`src/source/uart_pkg.sv`:
```
`default_nettype none

package uart_pkg;

	localparam int OVERSAMPLE = 16;	// baud_tick cycles per serial bit
	localparam int MID_SAMPLE = 7;	// start bit is checked this many cycles after the edge
	localparam int FIFO_DEPTH = 8;	// entries per fifo

	localparam int ADDR_W = 2;
	localparam int DATA_W = 8;	// host data and widest character

	// register map
	localparam logic [ADDR_W-1:0] ADDR_DATA   = 2'd0;	// tx push on write, rx pop on read
	localparam logic [ADDR_W-1:0] ADDR_CTRL   = 2'd1;
	localparam logic [ADDR_W-1:0] ADDR_STATUS = 2'd2;	// write ones to clear sticky errors

	// character length, code n means n+5 data bits
	typedef enum logic [1:0] {
		LEN_5 = 2'd0,
		LEN_6 = 2'd1,
		LEN_7 = 2'd2,
		LEN_8 = 2'd3
	} data_len_t;

	// line format, low 5 bits of CTRL
	typedef struct packed {
		data_len_t data_len;	// bits 4:3
		logic      parity_en;	// bit 2
		logic      parity_odd;	// bit 1, else even
		logic      stop_two;	// bit 0, else one stop bit
	} uart_cfg_t;

	// 8N1 out of reset
	localparam uart_cfg_t CTRL_RESET = '{
		data_len:   LEN_8,
		parity_en:  1'b0,
		parity_odd: 1'b0,
		stop_two:   1'b0
	};

	// one received character with its line errors
	typedef struct packed {
		logic [DATA_W-1:0] data;	// zero above the configured length
		logic              parity_err;
		logic              frame_err;	// a stop sample was low
	} rx_word_t;

	// STATUS read value, msb first
	typedef struct packed {
		logic rx_overrun;	// sticky
		logic frame_err;	// sticky
		logic parity_err;	// sticky
		logic tx_full;
		logic tx_empty;
		logic rx_full;
		logic rx_avail;
		logic tx_busy;
	} uart_status_t;

endpackage

`default_nettype wire

```
`src/source/uart_sync_fifo.sv`:
```
`timescale 1ns/1ps
`default_nettype none

module uart_sync_fifo #(
	parameter type payload_t = logic [uart_pkg::DATA_W-1:0],
	parameter int  DEPTH     = uart_pkg::FIFO_DEPTH
) (
	input  logic     baud_tick,
	input  logic     PRESETn,
	input  logic     push_i,
	input  payload_t push_data_i,
	input  logic     pop_i,
	output payload_t head_o,	// fall-through, valid while not empty
	output logic     full_o,
	output logic     empty_o,
	output logic     overrun_o	// one cycle after a dropped push
);

	localparam int PTR_W = (DEPTH > 1) ? $clog2(DEPTH) : 1;
	localparam int CNT_W = $clog2(DEPTH + 1);

	payload_t         mem [DEPTH];
	logic [PTR_W-1:0] wr_ptr;
	logic [PTR_W-1:0] rd_ptr;
	logic [CNT_W-1:0] count;	// occupancy
	logic             do_push;
	logic             do_pop;

	// wraps at DEPTH, so any depth works
	function automatic logic [PTR_W-1:0] ptr_inc(input logic [PTR_W-1:0] p);
		return (p == PTR_W'(DEPTH - 1)) ? '0 : p + 1'b1;
	endfunction

	assign full_o  = (count == CNT_W'(DEPTH));
	assign empty_o = (count == '0);
	assign do_push = push_i && !full_o;	// full drops the word, stored ones stay
	assign do_pop  = pop_i && !empty_o;
	assign head_o  = mem[rd_ptr];

	always_ff @(posedge baud_tick or negedge PRESETn) begin
		if (!PRESETn) begin
			wr_ptr    <= '0;
			rd_ptr    <= '0;
			count     <= '0;
			overrun_o <= 1'b0;
		end else begin
			overrun_o <= push_i && full_o;
			if (do_push)
				wr_ptr <= ptr_inc(wr_ptr);
			if (do_pop)
				rd_ptr <= ptr_inc(rd_ptr);
			if (do_push && !do_pop)
				count <= count + 1'b1;
			else if (do_pop && !do_push)
				count <= count - 1'b1;
		end
	end

	// storage
	always_ff @(posedge baud_tick) begin
		if (do_push)
			mem[wr_ptr] <= push_data_i;
	end

endmodule

`default_nettype wire

```
`src/source/uart_cfg_regs.sv`:
```
`timescale 1ns/1ps
`default_nettype none

module uart_cfg_regs (
	input  logic                        baud_tick,
	input  logic                        PRESETn,
	input  logic                        reg_wr_i,
	input  logic                        reg_rd_i,
	input  logic [uart_pkg::ADDR_W-1:0] reg_addr_i,
	input  logic [uart_pkg::DATA_W-1:0] reg_wdata_i,
	output logic [uart_pkg::DATA_W-1:0] reg_rdata_o,
	output logic                        irq_o,
	output uart_pkg::uart_cfg_t         cfg_o,
	output logic                        tx_push_o,
	input  logic                        tx_full_i,
	input  logic                        tx_empty_i,
	input  logic                        tx_busy_i,
	output logic                        rx_pop_o,
	input  uart_pkg::rx_word_t          rx_head_i,
	input  logic                        rx_avail_i,
	input  logic                        rx_full_i,
	input  logic                        rx_overrun_i
);
	import uart_pkg::*;

	uart_cfg_t         cfg_q;	// line format register
	uart_status_t      status;
	logic              sticky_ovr;
	logic              sticky_frm;
	logic              sticky_par;
	logic              wr_data, wr_ctrl, wr_status;
	logic              rd_data;
	logic [DATA_W-1:0] len_mask;	// ones for the configured data bits
	logic [DATA_W-1:0] rd_mux;

	// host strobe decode
	assign wr_data   = reg_wr_i && (reg_addr_i == ADDR_DATA);
	assign wr_ctrl   = reg_wr_i && (reg_addr_i == ADDR_CTRL);
	assign wr_status = reg_wr_i && (reg_addr_i == ADDR_STATUS);
	assign rd_data   = reg_rd_i && (reg_addr_i == ADDR_DATA);

	assign tx_push_o = wr_data;	// fifo drops it when full
	assign rx_pop_o  = rd_data && rx_avail_i;	// no pop on an empty fifo
	assign cfg_o     = cfg_q;

	assign len_mask = {DATA_W{1'b1}} >> (2'd3 - 2'(cfg_q.data_len));

	assign status = '{
		rx_overrun: sticky_ovr,
		frame_err:  sticky_frm,
		parity_err: sticky_par,
		tx_full:    tx_full_i,
		tx_empty:   tx_empty_i,
		rx_full:    rx_full_i,
		rx_avail:   rx_avail_i,
		tx_busy:    tx_busy_i
	};

	assign irq_o = rx_avail_i | sticky_ovr | sticky_frm | sticky_par;

	always_comb begin
		case (reg_addr_i)
			ADDR_DATA:   rd_mux = rx_avail_i ? (rx_head_i.data & len_mask) : '0;
			ADDR_CTRL:   rd_mux = DATA_W'(cfg_q);	// zero above the 5 format bits
			ADDR_STATUS: rd_mux = status;
			default:     rd_mux = '0;
		endcase
	end

	always_ff @(posedge baud_tick or negedge PRESETn) begin
		if (!PRESETn) begin
			cfg_q       <= CTRL_RESET;
			sticky_ovr  <= 1'b0;
			sticky_frm  <= 1'b0;
			sticky_par  <= 1'b0;
			reg_rdata_o <= '0;
		end else begin
			if (wr_ctrl)
				cfg_q <= uart_cfg_t'(reg_wdata_i[$bits(uart_cfg_t)-1:0]);
			if (reg_rd_i)
				reg_rdata_o <= rd_mux;	// held until the next read
			// a new error wins over a clear in the same cycle
			if (rx_overrun_i)
				sticky_ovr <= 1'b1;
			else if (wr_status && reg_wdata_i[7])
				sticky_ovr <= 1'b0;
			if (rx_pop_o && rx_head_i.frame_err)
				sticky_frm <= 1'b1;	// errors of a word show once it is read
			else if (wr_status && reg_wdata_i[6])
				sticky_frm <= 1'b0;
			if (rx_pop_o && rx_head_i.parity_err)
				sticky_par <= 1'b1;
			else if (wr_status && reg_wdata_i[5])
				sticky_par <= 1'b0;
		end
	end

endmodule

`default_nettype wire

```
`src/source/uart_tx_framer.sv`:
```
`timescale 1ns/1ps
`default_nettype none

module uart_tx_framer (
	input  logic                        baud_tick,
	input  logic                        PRESETn,
	input  uart_pkg::uart_cfg_t         cfg_i,
	input  logic                        fifo_empty_i,
	input  logic [uart_pkg::DATA_W-1:0] fifo_head_i,
	output logic                        fifo_pop_o,
	output logic                        txd_o,
	output logic                        tx_busy_o
);
	import uart_pkg::*;

	typedef enum logic [2:0] {
		TX_IDLE,
		TX_START,
		TX_DATA,
		TX_PARITY,
		TX_STOP
	} tx_state_t;

	tx_state_t         state;
	logic [3:0]        tick;	// cycle within the current bit
	logic [2:0]        bit_idx;	// data bit, or stop bit number in TX_STOP
	logic [DATA_W-1:0] shreg;
	logic              par;	// xor of bits already sent
	uart_cfg_t         cfg_q;	// format of the frame in flight
	logic [2:0]        last_bit;
	logic              bit_end;
	logic              frame_end;

	assign last_bit  = 3'(cfg_q.data_len) + 3'd4;
	assign bit_end   = (tick == 4'(OVERSAMPLE - 1));
	assign frame_end = (state == TX_STOP) && bit_end && (bit_idx[0] == cfg_q.stop_two);

	// pop when idle, or on the last stop cycle so frames run back to back
	assign fifo_pop_o = !fifo_empty_i && ((state == TX_IDLE) || frame_end);
	assign tx_busy_o  = (state != TX_IDLE);

	always_comb begin
		case (state)
			TX_START:  txd_o = 1'b0;
			TX_DATA:   txd_o = shreg[0];	// lsb first
			TX_PARITY: txd_o = par ^ cfg_q.parity_odd;
			default:   txd_o = 1'b1;	// idle and stop are mark
		endcase
	end

	always_ff @(posedge baud_tick or negedge PRESETn) begin
		if (!PRESETn) begin
			state   <= TX_IDLE;
			tick    <= '0;
			bit_idx <= '0;
			par     <= 1'b0;
			cfg_q   <= CTRL_RESET;
		end else if (fifo_pop_o) begin
			state   <= TX_START;	// start bit begins on this edge
			tick    <= '0;
			bit_idx <= '0;
			par     <= 1'b0;
			cfg_q   <= cfg_i;	// new format only at a frame start
		end else if (state != TX_IDLE) begin
			tick <= tick + 4'd1;	// wraps after 16
			if (bit_end) begin
				case (state)
					TX_START: begin
						state   <= TX_DATA;
						bit_idx <= '0;
					end
					TX_DATA: begin
						par <= par ^ shreg[0];
						if (bit_idx == last_bit) begin
							bit_idx <= '0;
							state   <= cfg_q.parity_en ? TX_PARITY : TX_STOP;
						end else begin
							bit_idx <= bit_idx + 3'd1;
						end
					end
					TX_PARITY: state <= TX_STOP;
					TX_STOP: begin
						if (bit_idx[0] == cfg_q.stop_two)
							state <= TX_IDLE;	// nothing queued
						else
							bit_idx <= 3'd1;	// second stop bit
					end
					default: state <= TX_IDLE;
				endcase
			end
		end
	end

	always_ff @(posedge baud_tick) begin
		if (fifo_pop_o)
			shreg <= fifo_head_i;
		else if ((state == TX_DATA) && bit_end)
			shreg <= shreg >> 1;
	end

endmodule

`default_nettype wire

```
`src/source/uart_rx_sampler.sv`:
```
`timescale 1ns/1ps
`default_nettype none

module uart_rx_sampler (
	input  logic                baud_tick,
	input  logic                PRESETn,
	input  uart_pkg::uart_cfg_t cfg_i,
	input  logic                rxd_i,
	output logic                push_o,	// one pulse per frame
	output uart_pkg::rx_word_t  word_o
);
	import uart_pkg::*;

	typedef enum logic [2:0] {
		RX_IDLE,
		RX_START,
		RX_DATA,
		RX_PARITY,
		RX_STOP
	} rx_state_t;

	logic [1:0] sync;	// two flop synchronizer
	logic       rxd_s;
	rx_state_t  state;
	logic [3:0] tick;
	logic [2:0] bit_idx;	// data bit, or stop bit number in RX_STOP
	logic       par;	// xor of sampled data bits
	uart_cfg_t  cfg_q;
	rx_word_t   word_q;	// character being assembled
	logic [2:0] last_bit;
	logic       bit_end;	// mid-bit sample point
	logic       start_ok;

	assign rxd_s    = sync[1];
	assign last_bit = 3'(cfg_q.data_len) + 3'd4;
	assign bit_end  = (tick == 4'(OVERSAMPLE - 1));
	assign start_ok = (state == RX_START) && (tick == 4'(MID_SAMPLE)) && !rxd_s;
	assign word_o   = word_q;

	always_ff @(posedge baud_tick or negedge PRESETn) begin
		if (!PRESETn)
			sync <= 2'b11;	// line idles high
		else
			sync <= {sync[0], rxd_i};
	end

	always_ff @(posedge baud_tick or negedge PRESETn) begin
		if (!PRESETn) begin
			state   <= RX_IDLE;
			tick    <= '0;
			bit_idx <= '0;
			par     <= 1'b0;
			cfg_q   <= CTRL_RESET;
			push_o  <= 1'b0;
		end else begin
			push_o <= 1'b0;
			case (state)
				RX_IDLE: begin
					if (!rxd_s) begin
						state <= RX_START;
						tick  <= 4'd1;	// detect edge counts as zero
					end
				end
				RX_START: begin
					if (tick == 4'(MID_SAMPLE)) begin
						if (rxd_s) begin
							state <= RX_IDLE;	// glitch, back to hunting
						end else begin
							state   <= RX_DATA;
							tick    <= '0;
							bit_idx <= '0;
							par     <= 1'b0;
							cfg_q   <= cfg_i;
						end
					end else begin
						tick <= tick + 4'd1;
					end
				end
				RX_DATA: begin
					tick <= tick + 4'd1;
					if (bit_end) begin
						par <= par ^ rxd_s;
						if (bit_idx == last_bit) begin
							bit_idx <= '0;
							state   <= cfg_q.parity_en ? RX_PARITY : RX_STOP;
						end else begin
							bit_idx <= bit_idx + 3'd1;
						end
					end
				end
				RX_PARITY: begin
					tick <= tick + 4'd1;
					if (bit_end)
						state <= RX_STOP;
				end
				RX_STOP: begin
					tick <= tick + 4'd1;
					if (bit_end) begin
						if (bit_idx[0] == cfg_q.stop_two) begin
							state  <= RX_IDLE;
							push_o <= 1'b1;	// word_q completes on the same edge
						end else begin
							bit_idx <= 3'd1;
						end
					end
				end
				default: state <= RX_IDLE;
			endcase
		end
	end

	// character and error bits
	always_ff @(posedge baud_tick) begin
		if (start_ok) begin
			word_q <= '0;	// unused upper data bits stay zero
		end else if (bit_end) begin
			case (state)
				RX_DATA:   word_q.data[bit_idx] <= rxd_s;
				RX_PARITY: word_q.parity_err <= par ^ rxd_s ^ cfg_q.parity_odd;
				RX_STOP: begin
					if (!rxd_s)
						word_q.frame_err <= 1'b1;	// any low stop sample
				end
				default: ;
			endcase
		end
	end

endmodule

`default_nettype wire

```
`src/source/uart_core.sv`:
```
`timescale 1ns/1ps
`default_nettype none

module uart_core (
	input  logic                        baud_tick,
	input  logic                        PRESETn,
	input  logic                        reg_wr_i,
	input  logic                        reg_rd_i,
	input  logic [uart_pkg::ADDR_W-1:0] reg_addr_i,
	input  logic [uart_pkg::DATA_W-1:0] reg_wdata_i,
	output logic [uart_pkg::DATA_W-1:0] reg_rdata_o,
	input  logic                        rxd_i,
	output logic                        txd_o,
	output logic                        irq_o
);
	import uart_pkg::*;

	uart_cfg_t         cfg;
	logic              tx_push, tx_pop;
	logic              tx_full, tx_empty, tx_busy;
	logic [DATA_W-1:0] tx_head;
	logic              rx_push, rx_pop;
	logic              rx_full, rx_empty, rx_overrun;
	rx_word_t          rx_word;	// sampler to fifo
	rx_word_t          rx_head;	// fifo to register block

	uart_cfg_regs u_regs (
		.baud_tick    (baud_tick),
		.PRESETn      (PRESETn),
		.reg_wr_i     (reg_wr_i),
		.reg_rd_i     (reg_rd_i),
		.reg_addr_i   (reg_addr_i),
		.reg_wdata_i  (reg_wdata_i),
		.reg_rdata_o  (reg_rdata_o),
		.irq_o        (irq_o),
		.cfg_o        (cfg),
		.tx_push_o    (tx_push),
		.tx_full_i    (tx_full),
		.tx_empty_i   (tx_empty),
		.tx_busy_i    (tx_busy),
		.rx_pop_o     (rx_pop),
		.rx_head_i    (rx_head),
		.rx_avail_i   (!rx_empty),
		.rx_full_i    (rx_full),
		.rx_overrun_i (rx_overrun)
	);

	// tx side carries raw bytes, a dropped push there is not reported
	uart_sync_fifo #(
		.payload_t (logic [DATA_W-1:0]),
		.DEPTH     (FIFO_DEPTH)
	) u_tx_fifo (
		.baud_tick   (baud_tick),
		.PRESETn     (PRESETn),
		.push_i      (tx_push),
		.push_data_i (reg_wdata_i),
		.pop_i       (tx_pop),
		.head_o      (tx_head),
		.full_o      (tx_full),
		.empty_o     (tx_empty),
		.overrun_o   ()
	);

	uart_tx_framer u_tx (
		.baud_tick    (baud_tick),
		.PRESETn      (PRESETn),
		.cfg_i        (cfg),
		.fifo_empty_i (tx_empty),
		.fifo_head_i  (tx_head),
		.fifo_pop_o   (tx_pop),
		.txd_o        (txd_o),
		.tx_busy_o    (tx_busy)
	);

	uart_rx_sampler u_rx (
		.baud_tick (baud_tick),
		.PRESETn   (PRESETn),
		.cfg_i     (cfg),
		.rxd_i     (rxd_i),
		.push_o    (rx_push),
		.word_o    (rx_word)
	);

	uart_sync_fifo #(
		.payload_t (rx_word_t),
		.DEPTH     (FIFO_DEPTH)
	) u_rx_fifo (
		.baud_tick   (baud_tick),
		.PRESETn     (PRESETn),
		.push_i      (rx_push),
		.push_data_i (rx_word),
		.pop_i       (rx_pop),
		.head_o      (rx_head),
		.full_o      (rx_full),
		.empty_o     (rx_empty),
		.overrun_o   (rx_overrun)
	);

endmodule

`default_nettype wire

```
`config.mk`:
```
export PLATFORM = sky130hd
export DESIGN_NAME = uart_core
export DESIGN_NICKNAME = d
export VERILOG_FILES = /design/src/source/uart_pkg.sv /design/src/source/uart_sync_fifo.sv /design/src/source/uart_cfg_regs.sv /design/src/source/uart_tx_framer.sv /design/src/source/uart_rx_sampler.sv /design/src/source/uart_core.sv
export SDC_FILE = /design/constraint.sdc
export NUM_CORES = 1
export LEC_CHECK = 0
export CAP_MARGIN = 40
export CELL_PAD_IN_SITES_DETAIL_PLACEMENT = 1
export CELL_PAD_IN_SITES_GLOBAL_PLACEMENT = 2
export CORE_MARGIN = 2
export CORE_UTILIZATION = 30
export DETAILED_ROUTE_END_ITERATION = 10
export DONT_BUFFER_PORTS = 1
export PLACE_DENSITY = 0.65
export SETUP_SLACK_MARGIN = 0.5
export SYNTH_ARGS = -nofsm -noshare
export SYNTH_HDL_FRONTEND = slang
export SYNTH_SLANG_ARGS = --single-unit
```
`constraint.sdc`:
```
create_clock -name baud_tick -period 3.6 [get_ports baud_tick]
set_clock_uncertainty 0.15 [all_clocks]
set_input_delay 0.72 -clock baud_tick [delete_from_list [all_inputs] [get_ports baud_tick]]
set_output_delay 0.72 -clock baud_tick [all_outputs]
set_load 0.02 [all_outputs]
```
==> run metrics <==
highest fanout seen on the critical path 11; summed instance area of the synthesized netlist 0.0101 mm²; sort of element at the end of the critical path flop; Post-synth top flop sky130_fd_sc_hd__edfxtp_1; total power draw 8.38 mW; required time of the critical path 3.90 ns; max-cap viol count 0; number of CTS-inserted buffers 28; logic depth of the worst register-to-register path 10; accumulated negative setup slack 0 ns; asr flop ratio synth 0.308; VDD IR max 0.355 mV; grt peak-use layer met2; Initial Utilization 0.302; placeable core region 0.0334 mm²; TritonCTS clock tree done; cell type with the largest total area after synthesis sky130_fd_sc_hd__edfxtp_1; initial antenna violation count 0; startpoint-to-endpoint class of the critical path flop to flop; number of rows created at floorplan 67; maximum cell stage delay along the critical path 0.52 ns; largest net degree at the start of global routing 73; via count of the first global-routing pass 6401; post-detailed-routing wire length ~23000 µm; total number of H-tree levels 1; highest attainable clock frequency between 300 and 400 MHz; relative slew slack 0.411; clock root buffer sky130_fd_sc_hd__clkbuf_16; post-synthesis area per instance 14.4 µm²; Pre-Repair DR Iteration Count 4; post-synth top area share 0.452; Leak about 4.2 nW; global routing usage summed across all routing layers 0.134; status complete, no violations; vias per inst around 4.9; fillers 3494; Total Nets Final 757; Yosys cell types 62; synthesis warning total 0; die boundary width 187 µm; layout cell share with drive strength beyond 1 0.192; number of failing setup endpoints in the final timing report 0; remaining routing DRC violations 0; cells taking the most area after synthesis sky130_fd_sc_hd__edfxtp_1 (45%), sky130_fd_sc_hd__dfrtp_1 (16%), sky130_fd_sc_hd__mux4_2 (8.0%); ports placed on the boundary 25; global routing usage on met3 0.0195; instance count of the mapped netlist approximately 700; gr ovfl total 0; signal arrival time at the worst endpoint around 3.2 ns; overall via count from detail_route 5836; Die ar. ~0.035 mm²; number of design-rule violations left by the first detailed-router iteration 296; Clock Sink Count 234; grt met1 use 0.168; PD cells a little over 700 mW/mm²; share of the clock period used by the worst path 0.806; launching point of the worst reg2reg path u_tx.state[2]$_DFFE_PN0P_; area grow syn2layout 15.6%; number of nets produced by synthesis 732; Tmin final 2.90 ns; global-route wire length before repair 36900 µm; number of storage elements in the synthesis netlist 234; kind of start point of the critical path flop; met2 track utilization from global routing 0.241; cell at the slowest stage of the critical path sky130_fd_sc_hd__dfrtp_1; ANT cells 0; deepest clock path buffer count 3; Worst Max-Slew Pin Slew 0.883 ns; destination of the worst register-to-register timing path u_tx_fifo.count[3]$_DFFE_PN0P_; Buffers on Ports 0; proportion of synthesized chip area in sequential cells 0.652; slack of the worst reg-to-reg path 0.70 ns; number of pins exceeding their max-slew limit in the final report 0; unrepaired setup endpoints after global routing false; Die H 187 µm; depth of the worst hold-timing path 0; number of setup buffers added after CTS 0; worst hold path type input port to flop; clock slew at reported path FFs 0.06 ns; Hold Fails Final Rpt 0; global placer's final weighted congestion 0.760; source-to-sink clock delay at the later pin of the worst-skew pair roughly 0.53 ns; destination of the worst hold path u_rx.sync[0]$_DFF_PN1_; Post-synth EDFFs 152; dpl hpwl between 15000 and 20000 µm; Cell Chain, Critical Path or3b_1, nor3_1, o21a_1, inv_2, ha_1, inv_1, and3_1, and3_4, a311oi_2, xnor2_1; WL/cell 19.4 µm; worst min-delay path startpoint rxd_i; number of nets with antenna violations after routing 0
[metal layers]
layer | share of wire | up-vias
met1 | 0.44 | 3036
met4 | 0.023 | 0
met3 | 0.025 | 36
met5 | 0 | -
li1 | - | 2694
met2 | 0.52 | 70
[worst max-delay path: cells and delay by family (launching register included)]
kind / cells / cell delay, ns
xor gates and xnor gates: 1 / 0.14
AOI/OAI and AO/OA: 2 / 0.42
and+or+nand+nor: 4 / 1.04
adders and majority gates: 1 / 0.39
DFF: 1 / 0.52
buffers and inverters: 2 / 0.15
[worst max path at each step]
stage / cells past startpoint / from / end
detailed placement: 11 / u_rx_fifo.count[0]$_DFFE_PN0P_ / u_rx_fifo.count[3]$_DFFE_PN0P_
finish: 10 / u_tx.state[2]$_DFFE_PN0P_ / u_tx_fifo.count[3]$_DFFE_PN0P_
floorplan: 11 / u_tx.state[2]$_DFFE_PN0P_ / u_tx_fifo.count[3]$_DFFE_PN0P_
global placement: 11 / u_rx_fifo.count[0]$_DFFE_PN0P_ / u_rx_fifo.count[3]$_DFFE_PN0P_
global route: 12 / u_rx_fifo.count[0]$_DFFE_PN0P_ / u_rx_fifo.count[3]$_DFFE_PN0P_
CTS: 9 / u_tx_fifo.count[0]$_DFFE_PN0P_ / u_tx_fifo.count[3]$_DFFE_PN0P_
[through the flow]
stage | hold slack [ns] | cell area (µm²) | std cells | setup slack, ns | util
after floorplan | 0.195 | 10100 | 699 | 0.668 | -
after global placement | 0.198 | 10700 | 1138 | 0.520 | 0.320
after detailed placement | 0.197 | 10700 | 1140 | 0.410 | 0.321
after CTS | 0.00669 | 11600 | 1191 | 0.504 | 0.349
after global routing | 0.00358 | 11700 | 1191 | 0.544 | 0.350
final | 0.0366 | 11700 | 1191 | 0.697 | 0.350
[final cells by class]
cell class | count | area (µm²) | share of cell area
multi-input cells | 420 | 3380 | 0.289
inverters | 17 | 63.8 | 0.00547
flip-flops and latches | 234 | 6580 | 0.564
well taps | 448 | 561 | 0.0480
clock buffers | 34 | 744 | 0.0638
clock inverters | 15 | 140 | 0.0120
repair buffers | 23 | 206 | 0.0177
[synthesized netlist by cell type (4+ instances only)]
cell type / instances
sky130_fd_sc_hd__nor3b_1: 4
sky130_fd_sc_hd__nand2_1: 75
sky130_fd_sc_hd__nand3_1: 15
sky130_fd_sc_hd__xor2_1: 12
sky130_fd_sc_hd__mux2_2: 22
sky130_fd_sc_hd__nor2_1: 47
sky130_fd_sc_hd__o31ai_1: 4
sky130_fd_sc_hd__nor3_1: 21
sky130_fd_sc_hd__buf_2: 9
sky130_fd_sc_hd__dfxtp_1: 10
sky130_fd_sc_hd__o22ai_1: 4
sky130_fd_sc_hd__nand3b_1: 6
sky130_fd_sc_hd__mux4_2: 36
sky130_fd_sc_hd__edfxtp_1: 152
sky130_fd_sc_hd__and3_1: 5
sky130_fd_sc_hd__a21oi_1: 20
sky130_fd_sc_hd__inv_1: 16
sky130_fd_sc_hd__buf_1: 5
sky130_fd_sc_hd__a31oi_1: 4
sky130_fd_sc_hd__xnor2_1: 9
sky130_fd_sc_hd__dfrtp_1: 64
sky130_fd_sc_hd__nor2b_1: 4
sky130_fd_sc_hd__or3_1: 6
sky130_fd_sc_hd__nand2b_1: 11
sky130_fd_sc_hd__clkbuf_1: 14
sky130_fd_sc_hd__mux2i_1: 24
sky130_fd_sc_hd__a21o_1: 6
sky130_fd_sc_hd__dfstp_2: 8
sky130_fd_sc_hd__ha_1: 17
sky130_fd_sc_hd__o21ai_0: 22
[sequential cells by signal, summed over array words and instances, names as in the netlist, 4 cells and up]
signal,cells
u_rx_fifo.count,4
u_rx.tick,4
u_regs.cfg_o,5
u_tx.shreg,8
u_regs.reg_rdata_o,8
u_rx.cfg_q,5
u_tx.cfg_q,5
u_rx_fifo.mem,80
u_tx_fifo.count,4
u_tx_fifo.mem,64
u_rx.word_o,10
u_tx.tick,4
[cells by family (layout without fill, tap and decap cells)]
kind of cell | after synthesis | after routing | share of synthesized area
compound gates | 90 | 90 | 0.0615
fa+ha+maj | 18 | 18 | 0.0231
mux | 82 | 82 | 0.129
xor+xnor | 21 | 21 | 0.0182
simple gates | 209 | 209 | 0.0989
buf+inv | 45 | 89 | 0.0179
flops | 234 | 234 | 0.652
[placed cells by master, fill, tap and decap left out, types with 4 or more instances in the layout]
cell type	count
sky130_fd_sc_hd__a21o_1	6
sky130_fd_sc_hd__a21oi_1	20
sky130_fd_sc_hd__a31oi_1	4
sky130_fd_sc_hd__and3_1	5
sky130_fd_sc_hd__buf_4	19
sky130_fd_sc_hd__clkbuf_1	5
sky130_fd_sc_hd__clkbuf_16	29
sky130_fd_sc_hd__clkinv_2	4
sky130_fd_sc_hd__dfrtp_1	64
sky130_fd_sc_hd__dfstp_2	8
sky130_fd_sc_hd__dfxtp_1	10
sky130_fd_sc_hd__edfxtp_1	152
sky130_fd_sc_hd__ha_1	17
sky130_fd_sc_hd__inv_1	16
sky130_fd_sc_hd__mux2_2	22
sky130_fd_sc_hd__mux2i_1	24
sky130_fd_sc_hd__mux4_2	36
sky130_fd_sc_hd__nand2_1	74
sky130_fd_sc_hd__nand2b_1	11
sky130_fd_sc_hd__nand3_1	15
sky130_fd_sc_hd__nand3b_1	6
sky130_fd_sc_hd__nor2_1	47
sky130_fd_sc_hd__nor2b_1	4
sky130_fd_sc_hd__nor3_1	20
sky130_fd_sc_hd__nor3b_1	4
sky130_fd_sc_hd__o21ai_0	22
sky130_fd_sc_hd__o22ai_1	4
sky130_fd_sc_hd__o31ai_1	4
sky130_fd_sc_hd__or3_1	6
sky130_fd_sc_hd__xnor2_1	9
sky130_fd_sc_hd__xor2_1	12
[repair_timing]
| action | CTS | global route |
|---|---|---|
| setup endpoints to repair | 1 | 2 |
| hold endpoints to repair | 72 | 0 |
| hold buffers | 2 | 0 |
| pin swaps | 0 | 0 |
| resized for setup | 1 | 4 |
[power breakdown]
group,leakage (nW),switching [mW],internal [mW]
clock,0.425,1.08,1.61
combinational,1.45,0.992,0.969
sequential,2.28,0.513,3.21
No activity file was read; power rests on OpenSTA's default activity.
